File: src/rtl/deck_pkg.sv
package deck_pkg;

    localparam int num_slots   = 4;
    localparam int rank_w      = 4;
    localparam int suit_w      = 3;
    localparam int turn_w      = 2 * num_slots;
    localparam int glyph_w     = 8;
    localparam int dwell_ticks = 100;
    localparam int dwell_w     = $clog2(dwell_ticks);

    localparam logic [rank_w-1:0] rank_reset = 4'b1000;
    localparam logic [suit_w-1:0] suit_reset = 3'b100;

    // feedback taps per slot, two own bits plus one bit of the shown card
    localparam int rank_tap_a [num_slots] = '{0, 1, 2, 0};
    localparam int rank_tap_b [num_slots] = '{2, 3, 3, 3};
    localparam int rank_mix   [num_slots] = '{0, 1, 2, 3};
    localparam int suit_tap_a [num_slots] = '{0, 0, 1, 0};
    localparam int suit_tap_b [num_slots] = '{1, 2, 2, 2};
    localparam int suit_mix   [num_slots] = '{0, 1, 2, 0};

    typedef logic [rank_w-1:0] rank_t;
    typedef logic [suit_w-1:0] suit_t;

    typedef logic [$clog2(num_slots)-1:0] slot_t;

    // one bit per deal phase
    typedef logic [turn_w-1:0] turn_t;

    // revealed field, rank view or suit view of the same word
    typedef union packed {
        rank_t rank;
        struct packed {
            logic  spare;
            suit_t suit;
        } suit_view;
    } reveal_field_u;

    typedef enum logic [1:0] {
        deal_idle    = 2'd0,
        deal_shuffle = 2'd1,
        deal_show    = 2'd2
    } deal_state_e;

endpackage

File: src/rtl/deal_ctrl_if.sv
interface deal_ctrl_if;
    import deck_pkg::*;

    logic  shuffle_en;
    logic  reveal_step;
    slot_t slot_sel;
    logic  show_suit;

    modport sequencer (
        output shuffle_en,
        output reveal_step,
        output slot_sel,
        output show_suit
    );

    modport shuffler (
        input shuffle_en
    );

    modport reveal (
        input reveal_step,
        input slot_sel,
        input show_suit
    );

endinterface

File: src/rtl/card_reveal.sv
module card_reveal (
    input  logic                          clock_400hz,
    input  logic                          reset,
    deal_ctrl_if.reveal                   ctrl,
    input  deck_pkg::rank_t               ranks [deck_pkg::num_slots],
    input  deck_pkg::suit_t               suits [deck_pkg::num_slots],
    output deck_pkg::rank_t               shown_rank,
    output deck_pkg::suit_t               shown_suit,
    output logic [deck_pkg::glyph_w-1:0]  display_0,
    output logic [deck_pkg::glyph_w-1:0]  display_1
);
    import deck_pkg::*;

    reveal_field_u field;

    function automatic logic [glyph_w-1:0] rank_glyph(input rank_t rank);
        case (rank)
            4'b0001: rank_glyph = 8'b11101111;
            4'b0010: rank_glyph = 8'b11011010;
            4'b0011: rank_glyph = 8'b11110010;
            4'b0100: rank_glyph = 8'b01100110;
            4'b0101: rank_glyph = 8'b10110110;
            4'b0110: rank_glyph = 8'b10111110;
            4'b0111: rank_glyph = 8'b11100100;
            4'b1000: rank_glyph = 8'b11111110;
            4'b1001: rank_glyph = 8'b11110110;
            4'b1010: rank_glyph = 8'b01101100;
            4'b1011: rank_glyph = 8'b11110001;
            4'b1100: rank_glyph = 8'b11010111;
            4'b1101: rank_glyph = 8'b11011101;
            4'b1110: rank_glyph = 8'b00000001;
            default: rank_glyph = 8'b11111111;
        endcase
    endfunction

    function automatic logic [glyph_w-1:0] suit_glyph(input suit_t suit);
        case (suit)
            3'b110:  suit_glyph = 8'b10010111;
            3'b111:  suit_glyph = 8'b01101111;
            3'b010:  suit_glyph = 8'b10111011;
            3'b001:  suit_glyph = 8'b10011101;
            3'b101:  suit_glyph = 8'b00000001;
            default: suit_glyph = 8'b11111111;
        endcase
    endfunction

    // field of the current phase, written through the view it is read by
    always_comb begin
        field = '0;
        if (ctrl.show_suit) begin
            field.suit_view.spare = 1'b0;
            field.suit_view.suit  = suits[ctrl.slot_sel];
        end else begin
            field.rank = ranks[ctrl.slot_sel];
        end
    end

    always_ff @(posedge clock_400hz) begin
        if (!reset) begin
            shown_rank <= rank_reset;
            shown_suit <= suit_reset;
            display_0  <= '0;
            display_1  <= '0;
        end else if (ctrl.reveal_step) begin
            // the other display keeps its glyph
            if (ctrl.show_suit) begin
                shown_suit <= field.suit_view.suit;
                display_1  <= suit_glyph(field.suit_view.suit);
            end else begin
                shown_rank <= field.rank;
                display_0  <= rank_glyph(field.rank);
            end
        end
    end

endmodule

File: src/rtl/card_shuffler.sv
module card_shuffler (
    input  logic             clock_400hz,
    input  logic             reset,
    deal_ctrl_if.shuffler    ctrl,
    input  deck_pkg::rank_t  shown_rank,
    input  deck_pkg::suit_t  shown_suit,
    output deck_pkg::rank_t  ranks [deck_pkg::num_slots],
    output deck_pkg::suit_t  suits [deck_pkg::num_slots]
);
    import deck_pkg::*;

    logic [num_slots-1:0] rank_fb;
    logic [num_slots-1:0] suit_fb;

    // new low bit of each register
    always_comb begin
        for (int i = 0; i < num_slots; i++) begin
            rank_fb[i] = ranks[i][rank_tap_a[i]]
                       ^ ranks[i][rank_tap_b[i]]
                       ^ shown_rank[rank_mix[i]];
            suit_fb[i] = suits[i][suit_tap_a[i]]
                       ^ suits[i][suit_tap_b[i]]
                       ^ shown_suit[suit_mix[i]];
        end
    end

    always_ff @(posedge clock_400hz) begin
        if (!reset) begin
            for (int i = 0; i < num_slots; i++) begin
                ranks[i] <= rank_reset;
                suits[i] <= suit_reset;
            end
        end else if (ctrl.shuffle_en) begin
            for (int i = 0; i < num_slots; i++) begin
                ranks[i] <= {ranks[i][rank_w-2:0], rank_fb[i]};
                suits[i] <= {suits[i][suit_w-2:0], suit_fb[i]};
            end
        end
    end

endmodule

File: src/rtl/deal_sequencer.sv
module deal_sequencer (
    input  logic               clock_400hz,
    input  logic               reset,
    input  logic               control,
    input  logic               dwell_done,
    output logic               timer_restart,
    output logic               timer_run,
    deal_ctrl_if.sequencer     ctrl,
    output deck_pkg::turn_t    turn
);
    import deck_pkg::*;

    deal_state_e state;
    deal_state_e state_next;

    // every state follows control alone
    assign state_next = control ? deal_shuffle : deal_show;

    always_ff @(posedge clock_400hz) begin
        if (!reset) begin
            state <= deal_idle;
        end else begin
            state <= state_next;
        end
    end

    // a high control aborts the dwell and counting resumes on the first low cycle
    assign timer_restart = control;
    assign timer_run     = !control;

    assign ctrl.shuffle_en  = control;
    assign ctrl.reveal_step = dwell_done && (state == deal_show);

    always_ff @(posedge clock_400hz) begin
        if (!reset) begin
            turn <= turn_t'(1);
        end else if (ctrl.reveal_step) begin
            turn <= {turn[turn_w-2:0], turn[turn_w-1]};
        end
    end

    // even bits are rank phases and odd bits suit phases
    always_comb begin
        ctrl.slot_sel  = '0;
        ctrl.show_suit = 1'b0;
        for (int i = 0; i < turn_w; i++) begin
            if (turn[i]) begin
                ctrl.slot_sel  = slot_t'(i / 2);
                ctrl.show_suit = 1'(i % 2);
            end
        end
    end

    turn_onehot: assert property (@(posedge clock_400hz) disable iff (!reset)
        $onehot(turn));

    no_step_in_shuffle: assert property (@(posedge clock_400hz) disable iff (!reset)
        ctrl.reveal_step |-> !ctrl.shuffle_en);

endmodule

File: src/rtl/deck_of_cards.sv
module deck_of_cards (
    input  logic                                clock_400hz,
    input  logic                                reset,
    input  logic                                control,
    output logic [deck_pkg::turn_w-1:0]         turn,
    output logic [deck_pkg::glyph_w-1:0]        display_0,
    output logic [deck_pkg::glyph_w-1:0]        display_1,
    output logic [deck_pkg::rank_w-1:0]         face_card_number,
    output logic [deck_pkg::rank_w-1:0]         face_card_number_0,
    output logic [deck_pkg::rank_w-1:0]         face_card_number_1,
    output logic [deck_pkg::rank_w-1:0]         face_card_number_2,
    output logic [deck_pkg::rank_w-1:0]         face_card_number_3,
    output logic [deck_pkg::suit_w-1:0]         suits,
    output logic [deck_pkg::suit_w-1:0]         suits_0,
    output logic [deck_pkg::suit_w-1:0]         suits_1,
    output logic [deck_pkg::suit_w-1:0]         suits_2,
    output logic [deck_pkg::suit_w-1:0]         suits_3
);
    import deck_pkg::*;

    logic  dwell_done;
    logic  timer_restart;
    logic  timer_run;
    rank_t ranks [num_slots];
    suit_t slot_suits [num_slots];

    deal_ctrl_if ctrl_bus ();

    deal_sequencer u_sequencer (
        .clock_400hz   (clock_400hz),
        .reset         (reset),
        .control       (control),
        .dwell_done    (dwell_done),
        .timer_restart (timer_restart),
        .timer_run     (timer_run),
        .ctrl          (ctrl_bus.sequencer),
        .turn          (turn)
    );

    reveal_timer u_timer (
        .clock_400hz (clock_400hz),
        .reset       (reset),
        .restart     (timer_restart),
        .run         (timer_run),
        .dwell_done  (dwell_done)
    );

    // shown card feeds back into the shuffle
    card_shuffler u_shuffler (
        .clock_400hz (clock_400hz),
        .reset       (reset),
        .ctrl        (ctrl_bus.shuffler),
        .shown_rank  (face_card_number),
        .shown_suit  (suits),
        .ranks       (ranks),
        .suits       (slot_suits)
    );

    card_reveal u_reveal (
        .clock_400hz (clock_400hz),
        .reset       (reset),
        .ctrl        (ctrl_bus.reveal),
        .ranks       (ranks),
        .suits       (slot_suits),
        .shown_rank  (face_card_number),
        .shown_suit  (suits),
        .display_0   (display_0),
        .display_1   (display_1)
    );

    assign face_card_number_0 = ranks[0];
    assign face_card_number_1 = ranks[1];
    assign face_card_number_2 = ranks[2];
    assign face_card_number_3 = ranks[3];
    assign suits_0            = slot_suits[0];
    assign suits_1            = slot_suits[1];
    assign suits_2            = slot_suits[2];
    assign suits_3            = slot_suits[3];

endmodule

File: src/rtl/reveal_timer.sv
module reveal_timer (
    input  logic clock_400hz,
    input  logic reset,
    input  logic restart,
    input  logic run,
    output logic dwell_done
);
    import deck_pkg::*;

    logic [dwell_w-1:0] count;

    assign dwell_done = run && (count == dwell_w'(dwell_ticks - 1));

    always_ff @(posedge clock_400hz) begin
        if (!reset || restart) begin
            count <= '0;
        end else if (run) begin
            // wrap so the next phase gets a full dwell
            if (dwell_done) begin
                count <= '0;
            end else begin
                count <= count + 1'b1;
            end
        end
    end

    single_pulse: assert property (@(posedge clock_400hz) disable iff (!reset)
        dwell_done |=> !dwell_done);

endmodule

File: config.mk
export PLATFORM = sky130hd
export DESIGN_NAME = deck_of_cards
export DESIGN_NICKNAME = d
export VERILOG_FILES = /design/src/rtl/deck_pkg.sv /design/src/rtl/deal_ctrl_if.sv /design/src/rtl/card_reveal.sv /design/src/rtl/card_shuffler.sv /design/src/rtl/deal_sequencer.sv /design/src/rtl/deck_of_cards.sv /design/src/rtl/reveal_timer.sv
export SDC_FILE = /design/constraint.sdc
export NUM_CORES = 1
export LEC_CHECK = 0
export ABC_CLOCK_PERIOD_IN_PS = 2380
export BUFFER_PORTS_ARGS = -buffer_cell sky130_fd_sc_hd__buf_2
export CAP_MARGIN = 20
export CORE_MARGIN = 2
export CORE_UTILIZATION = 50
export CTS_CLUSTER_SIZE = 12
export DETAILED_ROUTE_END_ITERATION = 12
export PLACE_DENSITY = 0.76
export RECOVER_POWER = 50
export SETUP_SLACK_MARGIN = 0.3
export SYNTH_ARGS = -nofsm -noshare
export SYNTH_HDL_FRONTEND = slang
export SYNTH_SLANG_ARGS = --single-unit
File: constraint.sdc
create_clock -name clock_400hz -period 2.38 [get_ports clock_400hz]
set_clock_uncertainty 0.05 [all_clocks]
set_input_delay 0.238 -clock clock_400hz [delete_from_list [all_inputs] [get_ports clock_400hz]]
set_output_delay 0.238 -clock clock_400hz [all_outputs]
set_load 0.02 [all_outputs]
==> results of run 1 <==
==> metal layers <==
| metal | part of all wire | global-route usage |
|---|---|---|
| met3 | 0.063 | 0.0772 |
| met5 | 0 | 0 |
| met4 | 0.015 | 0.0660 |
| met1 | 0.45 | 0.305 |
| met2 | 0.47 | 0.348 |
==> area by class of cell <==
type	instances	share of cell area
clock buffer	14	0.0450
sequential	67	0.333
clock inverter	1	0.00123
multi-input combinational	250	0.468
tap	77	0.0236
timing repair buffer	92	0.121
inverter	7	0.00827
==> worst max-delay path, stage by stage (launching register included) <==
cell and delay (ns):
dfxtp_4 0.36, or4_4 0.57, a21oi_2 0.13, o32a_1 0.18, mux2_4 0.18, buf_4 0.13, ha_4 0.17, o21ai_0 0.11
nor3_1 0.26, nor2_1 0.09
==> repair_timing <==
item	in CTS	in global routing
cloned	1	1
pin swaps	10	9
buffers inserted	8	5
resized for setup	14	7
hold endpoints to repair	0	0
endpoints found under the setup margin	14	16
==> kinds of logic after synthesis <==
logic type / share of synthesized area
xor+xnor: 0.0574
fa+ha+maj: 0.0273
buf+inv: 0.0383
simple gates: 0.188
compound gates: 0.148
mux: 0.122
flops: 0.419
==> through the flow <==
step	power, W	area [um^2]	hold WS (ns)	std cells	worst slack (ns)
global route	0.00236	4080	0.401	508	0.0122
floorplan	0.00133	3300	0.364	342	0.0431
finish	0.00228	4080	0.388	508	0.0356
CTS	0.00229	4050	0.293	502	0.129
global placement	0.00138	3730	0.376	478	0.120
detailed placement	0.00139	3730	0.382	478	0.0406
==> final timing paths <==
check | from | endpoint | slack [ns] | cells past startpoint
worst max-delay path | u_sequencer.turn[6]$_SDFFE_PN0P_ | u_reveal.display_1[3]$_SDFFE_PN0P_ | 0.04 | 9
worst min-delay path | u_timer.count[0]$_SDFFE_PP0N_ | u_timer.count[0]$_SDFFE_PP0N_ | 0.39 | 1
worst max register to register | u_sequencer.turn[6]$_SDFFE_PN0P_ | u_reveal.display_1[3]$_SDFFE_PN0P_ | 0.04 | 9
worst min register to register | u_timer.count[0]$_SDFFE_PP0N_ | u_timer.count[0]$_SDFFE_PP0N_ | 0.39 | 1
==> registers in the layout, indices dropped and copies added, names as in the netlist <==
signal / cells
u_reveal.shown_rank: 4
u_reveal.display_0: 8
u_shuffler.ranks: 16
u_shuffler.suits: 12
u_sequencer.turn: 8
u_reveal.shown_suit: 3
u_timer.count: 7
u_sequencer.state: 2
u_reveal.display_1: 7
==> power by group <==
| part | internal, W | leakage, nW | switching (W) |
|---|---|---|---|
| registers | 0.00115 | 0.549 | 0.0000367 |
| logic | 0.0000771 | 1.11 | 0.000105 |
| clock network | 0.000492 | 0.0977 | 0.000417 |
==> cell usage in the layout, fill, tap and decap left out, types with 9 or more instances in the layout <==
| cell | instances |
|---|---|
| mux2i_1 | 33 |
| nor2b_1 | 26 |
| dfxtp_1 | 61 |
| xnor2_1 | 14 |
| nor2_1 | 18 |
| a21oi_1 | 9 |
| clkbuf_8 | 11 |
| o21ai_0 | 16 |
| nand2_1 | 29 |
| buf_2 | 28 |
| buf_4 | 30 |
| clkbuf_1 | 35 |
==> reports/metrics.json, run 1 <==
{
  "route": {
    "finalWirelength_mm": 8.05,
    "number_of_search_and_repair_iterations_in_the_first_detailed_routing_pass": 4,
    "initialDrtViolationCount": 145,
    "routed_via_density": 5.52,
    "detail-route-antenna-nets": 0,
    "via_count": 2803,
    "avgRoutedWirePerCell_um": 15.8,
    "detail_route.drc_violations": 0
  },
  "sta": {
    "slew-limit-headroom": 0.00249,
    "min_period_over_period": 0.985,
    "rsz0062_at_grt": "true",
    "final.setup.tns_ns": 0,
    "post-route-min-period_ns": 2.34,
    "clock.fmax_ghz": 0.427,
    "max_transition_viols_final": 0,
    "hold_viol": 0,
    "setup_viol": 0,
    "tightest_slew_ns": 1.50
  },
  "global_route": {
    "grt_antenna_before_repair": 0,
    "grt_remaining_overflow": 0,
    "largest_net_degree_at_the_start_of_global_routing": 42,
    "grt_pass1_wl_mm": 12.7,
    "first_global_vias": 2560,
    "grt_util_all_layers": 0.227
  },
  "logic_synthesis": {
    "yosys_register_bits": 67,
    "synth.yosys.warnings": 0,
    "synthTopCellsByArea": "dfxtp_1 42%, mux2i_1 10%, nor2b_1 5.1%",
    "synth_edf_count": 0,
    "synth_top_flop_cell": "dfxtp_1",
    "share_of_synthesized_registers_carrying_an_async_set_or_reset": 0,
    "synth_top_area_cell": "dfxtp_1",
    "ys_seq_area_frac": 0.419,
    "post-synth-top-count-cell": "dfxtp_1",
    "syn_area_per_cell_um2": 9.37,
    "synth_area_um2": 3200,
    "synth.distinct_cells": 55,
    "synth_largest_type_area_fraction": 0.419,
    "synth_cells": 342,
    "postSynthNetCount": 352,
    "ys_top_cells_by_count": "67 x dfxtp_1, 33 x mux2i_1, 30 x nand2_1"
  },
  "outcome": {
    "status": "complete, but fails checks",
    "violations": "max-capacitance violations"
  },
  "setup_path": {
    "crit_arrival_ns": 2.52,
    "critPathKind": "reg -> reg",
    "endpoint_kind": "flop",
    "timing.critical_path.from_type": "flop",
    "cp_data_required_time_ns": 2.55,
    "critical_path_peak_fanout": 7
  },
  "layout": {
    "layout-area-overhead-vs-synth_pct": 27.5,
    "drive_gt1_frac": 0.269,
    "postLayoutCoreUtil": 0.651,
    "fillCellCount": 526,
    "nNetsFinal": 437,
    "seq_area_um2": 1360,
    "multi_input_area_um2": 1910,
    "insertedDiodeCount": 0
  },
  "placed_design": {
    "place_congestion": 0.892,
    "number_of_buffers_added_on_ports": 61,
    "post-dp-hpwl_mm": 5.40
  },
  "clock_network": {
    "ctsHtreeMaxLevel": 3,
    "cts_inserted_buffers": 9,
    "buffer_depth_of_the_longest_clock_path": 2,
    "clk_pin_slew_ns": 0.07,
    "clock_insertion_delay_worst_skew_ns": 0.35,
    "cts_tree": "done",
    "ctsHoldBuffers": 0,
    "cts_root_buf": "clkbuf_8",
    "clock-sinks": 67
  },
  "floorplanning": {
    "fp.dieW_um": 84.1,
    "std_cell_rows": 29,
    "io_pins": 62,
    "die-height_um": 84.1,
    "start_util": 0.510,
    "design.die.area_um2": 7070,
    "core_region_area_um2": 6280
  },
  "min_path": {
    "hold_class": "reg -> reg"
  },
  "pwr": {
    "power_density_nw_per_um2": 557,
    "power.leakage_nw": 1.76,
    "ir_worst_vdd_v": 0.000434
  },
  "job": {
    "maxCapViolations": 1
  }
}
No activity file was read; power rests on OpenSTA's default activity.
==> inputs of run 2 (changes only) <==
Settings changed: CELL_PAD_IN_SITES_DETAIL_PLACEMENT set to 1, CELL_PAD_IN_SITES_GLOBAL_PLACEMENT set to 1, CORE_UTILIZATION 50 to 38, PLACE_DENSITY 0.76 to not set, PLACE_DENSITY_LB_ADDON set to 0.1.
==> reports/metrics.json, run 2 (synthesis results as in run 1) <==
{
  "clock_network": {
    "cts_tree": "done",
    "ctsHoldBuffers": 0,
    "ctsHtreeMaxLevel": 3,
    "clock_insertion_delay_worst_skew_ns": 0.35,
    "cts_inserted_buffers": 9,
    "cts_root_buf": "clkbuf_8",
    "clk_pin_slew_ns": 0.08,
    "buffer_depth_of_the_longest_clock_path": 2,
    "clock-sinks": 67
  },
  "setup_path": {
    "crit_arrival_ns": 2.52,
    "cpLargestDelayFamily": "compound AO/OA/AOI/OAI gates",
    "critPathCapture": "u_reveal.display_0[4]$_SDFFE_PN0P_",
    "critPathKind": "reg -> reg",
    "timing.critical_path.from_type": "flop",
    "critical_path_cell_count": 8,
    "r2r_cells": 8,
    "rr_endpoint": "u_reveal.display_0[4]$_SDFFE_PN0P_",
    "r2r-start": "u_sequencer.turn[6]$_SDFFE_PN0P_",
    "critical_path_peak_fanout": 5,
    "timing.critical_path.buf_inv": 1,
    "setup.reg_to_reg.worst_slack_ns": 0.05,
    "cp_slowest_cell": "or4_4",
    "timing.critical_path.cells": "or4_4 -> a21oi_2 -> o32a_1 -> mux2_4 -> inv_4 -> ha_4 -> o31a_1 -> o21a_1",
    "critPathMaxStageDelay_ns": 0.57,
    "critPathLaunch": "u_sequencer.turn[6]$_SDFFE_PN0P_",
    "endpoint_kind": "flop",
    "cp_data_required_time_ns": 2.57
  },
  "floorplanning": {
    "design.die.area_um2": 9180,
    "io_pins": 62,
    "start_util": 0.392,
    "fp.dieW_um": 95.8,
    "std_cell_rows": 33,
    "core_region_area_um2": 8180,
    "die-height_um": 95.8
  },
  "placed_design": {
    "number_of_buffers_added_on_ports": 61,
    "dp.cells": 507,
    "place_congestion": 0.875,
    "placedInstanceArea_um2": 3780,
    "post-dp-hpwl_mm": 6.43,
    "post-place-ws_ns": -0.0197
  },
  "global_route": {
    "largest_net_degree_at_the_start_of_global_routing": 37,
    "grt_util_all_layers": 0.211,
    "grt_pass1_wl_mm": 14.8,
    "first_global_vias": 2765,
    "grt_remaining_overflow": 0,
    "grt_antenna_before_repair": 0
  },
  "layout": {
    "mostFrequentLayoutCell": "dfxtp_1",
    "layout-area-overhead-vs-synth_pct": 34.2,
    "registers.top_by_ff_count": "u_shuffler.ranks",
    "largest_reg_flops": 16,
    "fillCellCount": 953,
    "postLayoutCoreUtil": 0.526,
    "layout.cell_area.non_filler_um2": 4300,
    "nNetsFinal": 441,
    "most_frequent_cells_in_the_layout": "61 x dfxtp_1, 34 x clkbuf_1, 33 x mux2i_1",
    "final_cells": 541,
    "drive_gt1_frac": 0.317,
    "insertedDiodeCount": 0,
    "reg.largest.list": "u_shuffler.ranks (16), u_shuffler.suits (12)"
  },
  "sta": {
    "post-route-min-period_ns": 2.33,
    "clock.fmax_ghz": 0.430,
    "hold_viol": 0,
    "max_transition_viols_final": 0,
    "setup_viol": 0,
    "min_period_over_period": 0.977,
    "slew-limit-headroom": 0.339,
    "worst_slack_ns": 0.0548,
    "tightest_slew_ns": 0.991,
    "rsz0062_at_grt": "true"
  },
  "min_path": {
    "hold_path.startpoint": "reset",
    "hold_class": "in -> reg"
  },
  "route": {
    "detail-route-antenna-nets": 0,
    "finalWirelength_mm": 9.48,
    "detail_route.drc_violations": 0,
    "avgRoutedWirePerCell_um": 17.5,
    "routed_via_density": 5.29,
    "number_of_search_and_repair_iterations_in_the_first_detailed_routing_pass": 4,
    "via_count": 2862,
    "initialDrtViolationCount": 83
  },
  "pwr": {
    "power_density_nw_per_um2": 542,
    "ir_worst_vdd_v": 0.000274,
    "fin_total_pwr_w": 0.00233,
    "power.leakage_nw": 1.83
  },
  "outcome": {
    "status": "completed"
  },
  "job": {
    "maxCapViolations": 0
  }
}
run 2: cell types whose count changed in the layout (fill, tap and decap cells not counted), moves of 3 or more:
cell	previous run	this run
buf_6	0	5
nor3_2	0	3
nor3_1	7	4
o21ai_0	16	13
run 2: layout make-up:
cell class	instances	area (um^2)	area share
flip-flops and latches	67	1360	0.317
clock buffers	14	163	0.0378
well taps	105	131	0.0305
multi-input cells	249	2010	0.467
repair buffers	97	566	0.131
clock inverters	2	35.0	0.00814
inverters	7	36.3	0.00844
run 2: worst min-delay path by stage:
| stage | endpoint | cells after the start | slack, ns |
|---|---|---|---|
| 2_1_floorplan | u_timer.count[0]$_SDFFE_PP0N_ | 1 | 0.36 |
| 3_3_place_gp | u_timer.count[0]$_SDFFE_PP0N_ | 1 | 0.38 |
| 3_5_place_dp | u_timer.count[0]$_SDFFE_PP0N_ | 1 | 0.39 |
| 4_1_cts | u_shuffler.suits[5]$_SDFFE_PN1P_ | 2 | 0.22 |
| 5_1_grt | u_shuffler.suits[2]$_SDFFE_PN1P_ | 2 | 0.25 |
| 6_report | u_reveal.shown_suit[2]$_SDFFE_PN1P_ | 2 | 0.23 |
run 2: worst reg2reg max path, cell delays in order, from the launching register on:
cell	delay (ns)
dfxtp_4	0.37
or4_4	0.57
a21oi_2	0.13
o32a_1	0.20
mux2_4	0.20
inv_4	0.07
ha_4	0.22
o31a_1	0.30
o21a_1	0.12
run 2: repair_timing:
action | CTS | global route
resized for setup | 26 | 28
endpoints found under the hold margin | 0 | 0
buffers inserted | 12 | 5
endpoints found under the setup margin | 14 | 16
gates cloned | 1 | 0
pin swaps | 9 | 16
run 2: metrics by stage:
| step | hold WS [ns] | setup TNS, ns |
|---|---|---|
| floorplan | 0.364 | 0 |
| global placement | 0.381 | 0 |
| detailed placement | 0.387 | -0.0197 |
| CTS | 0.215 | 0 |
| global route | 0.248 | -0.0171 |
| finish | 0.230 | 0 |
run 2: where the power goes:
group,switching (W),internal [W]
sequential,0.0000367,0.00114
clock,0.000425,0.000542
combinational,0.000108,0.0000759
total,0.000569,0.00176
run 2: layer usage:
| layer | track usage | wire length [um] |
|---|---|---|
| met1 | 0.276 | 4400 |
| met2 | 0.342 | 4600 |
| met3 | 0.0493 | 366 |
| met4 | 0.0714 | 111 |
| met5 | 0 | 0 |
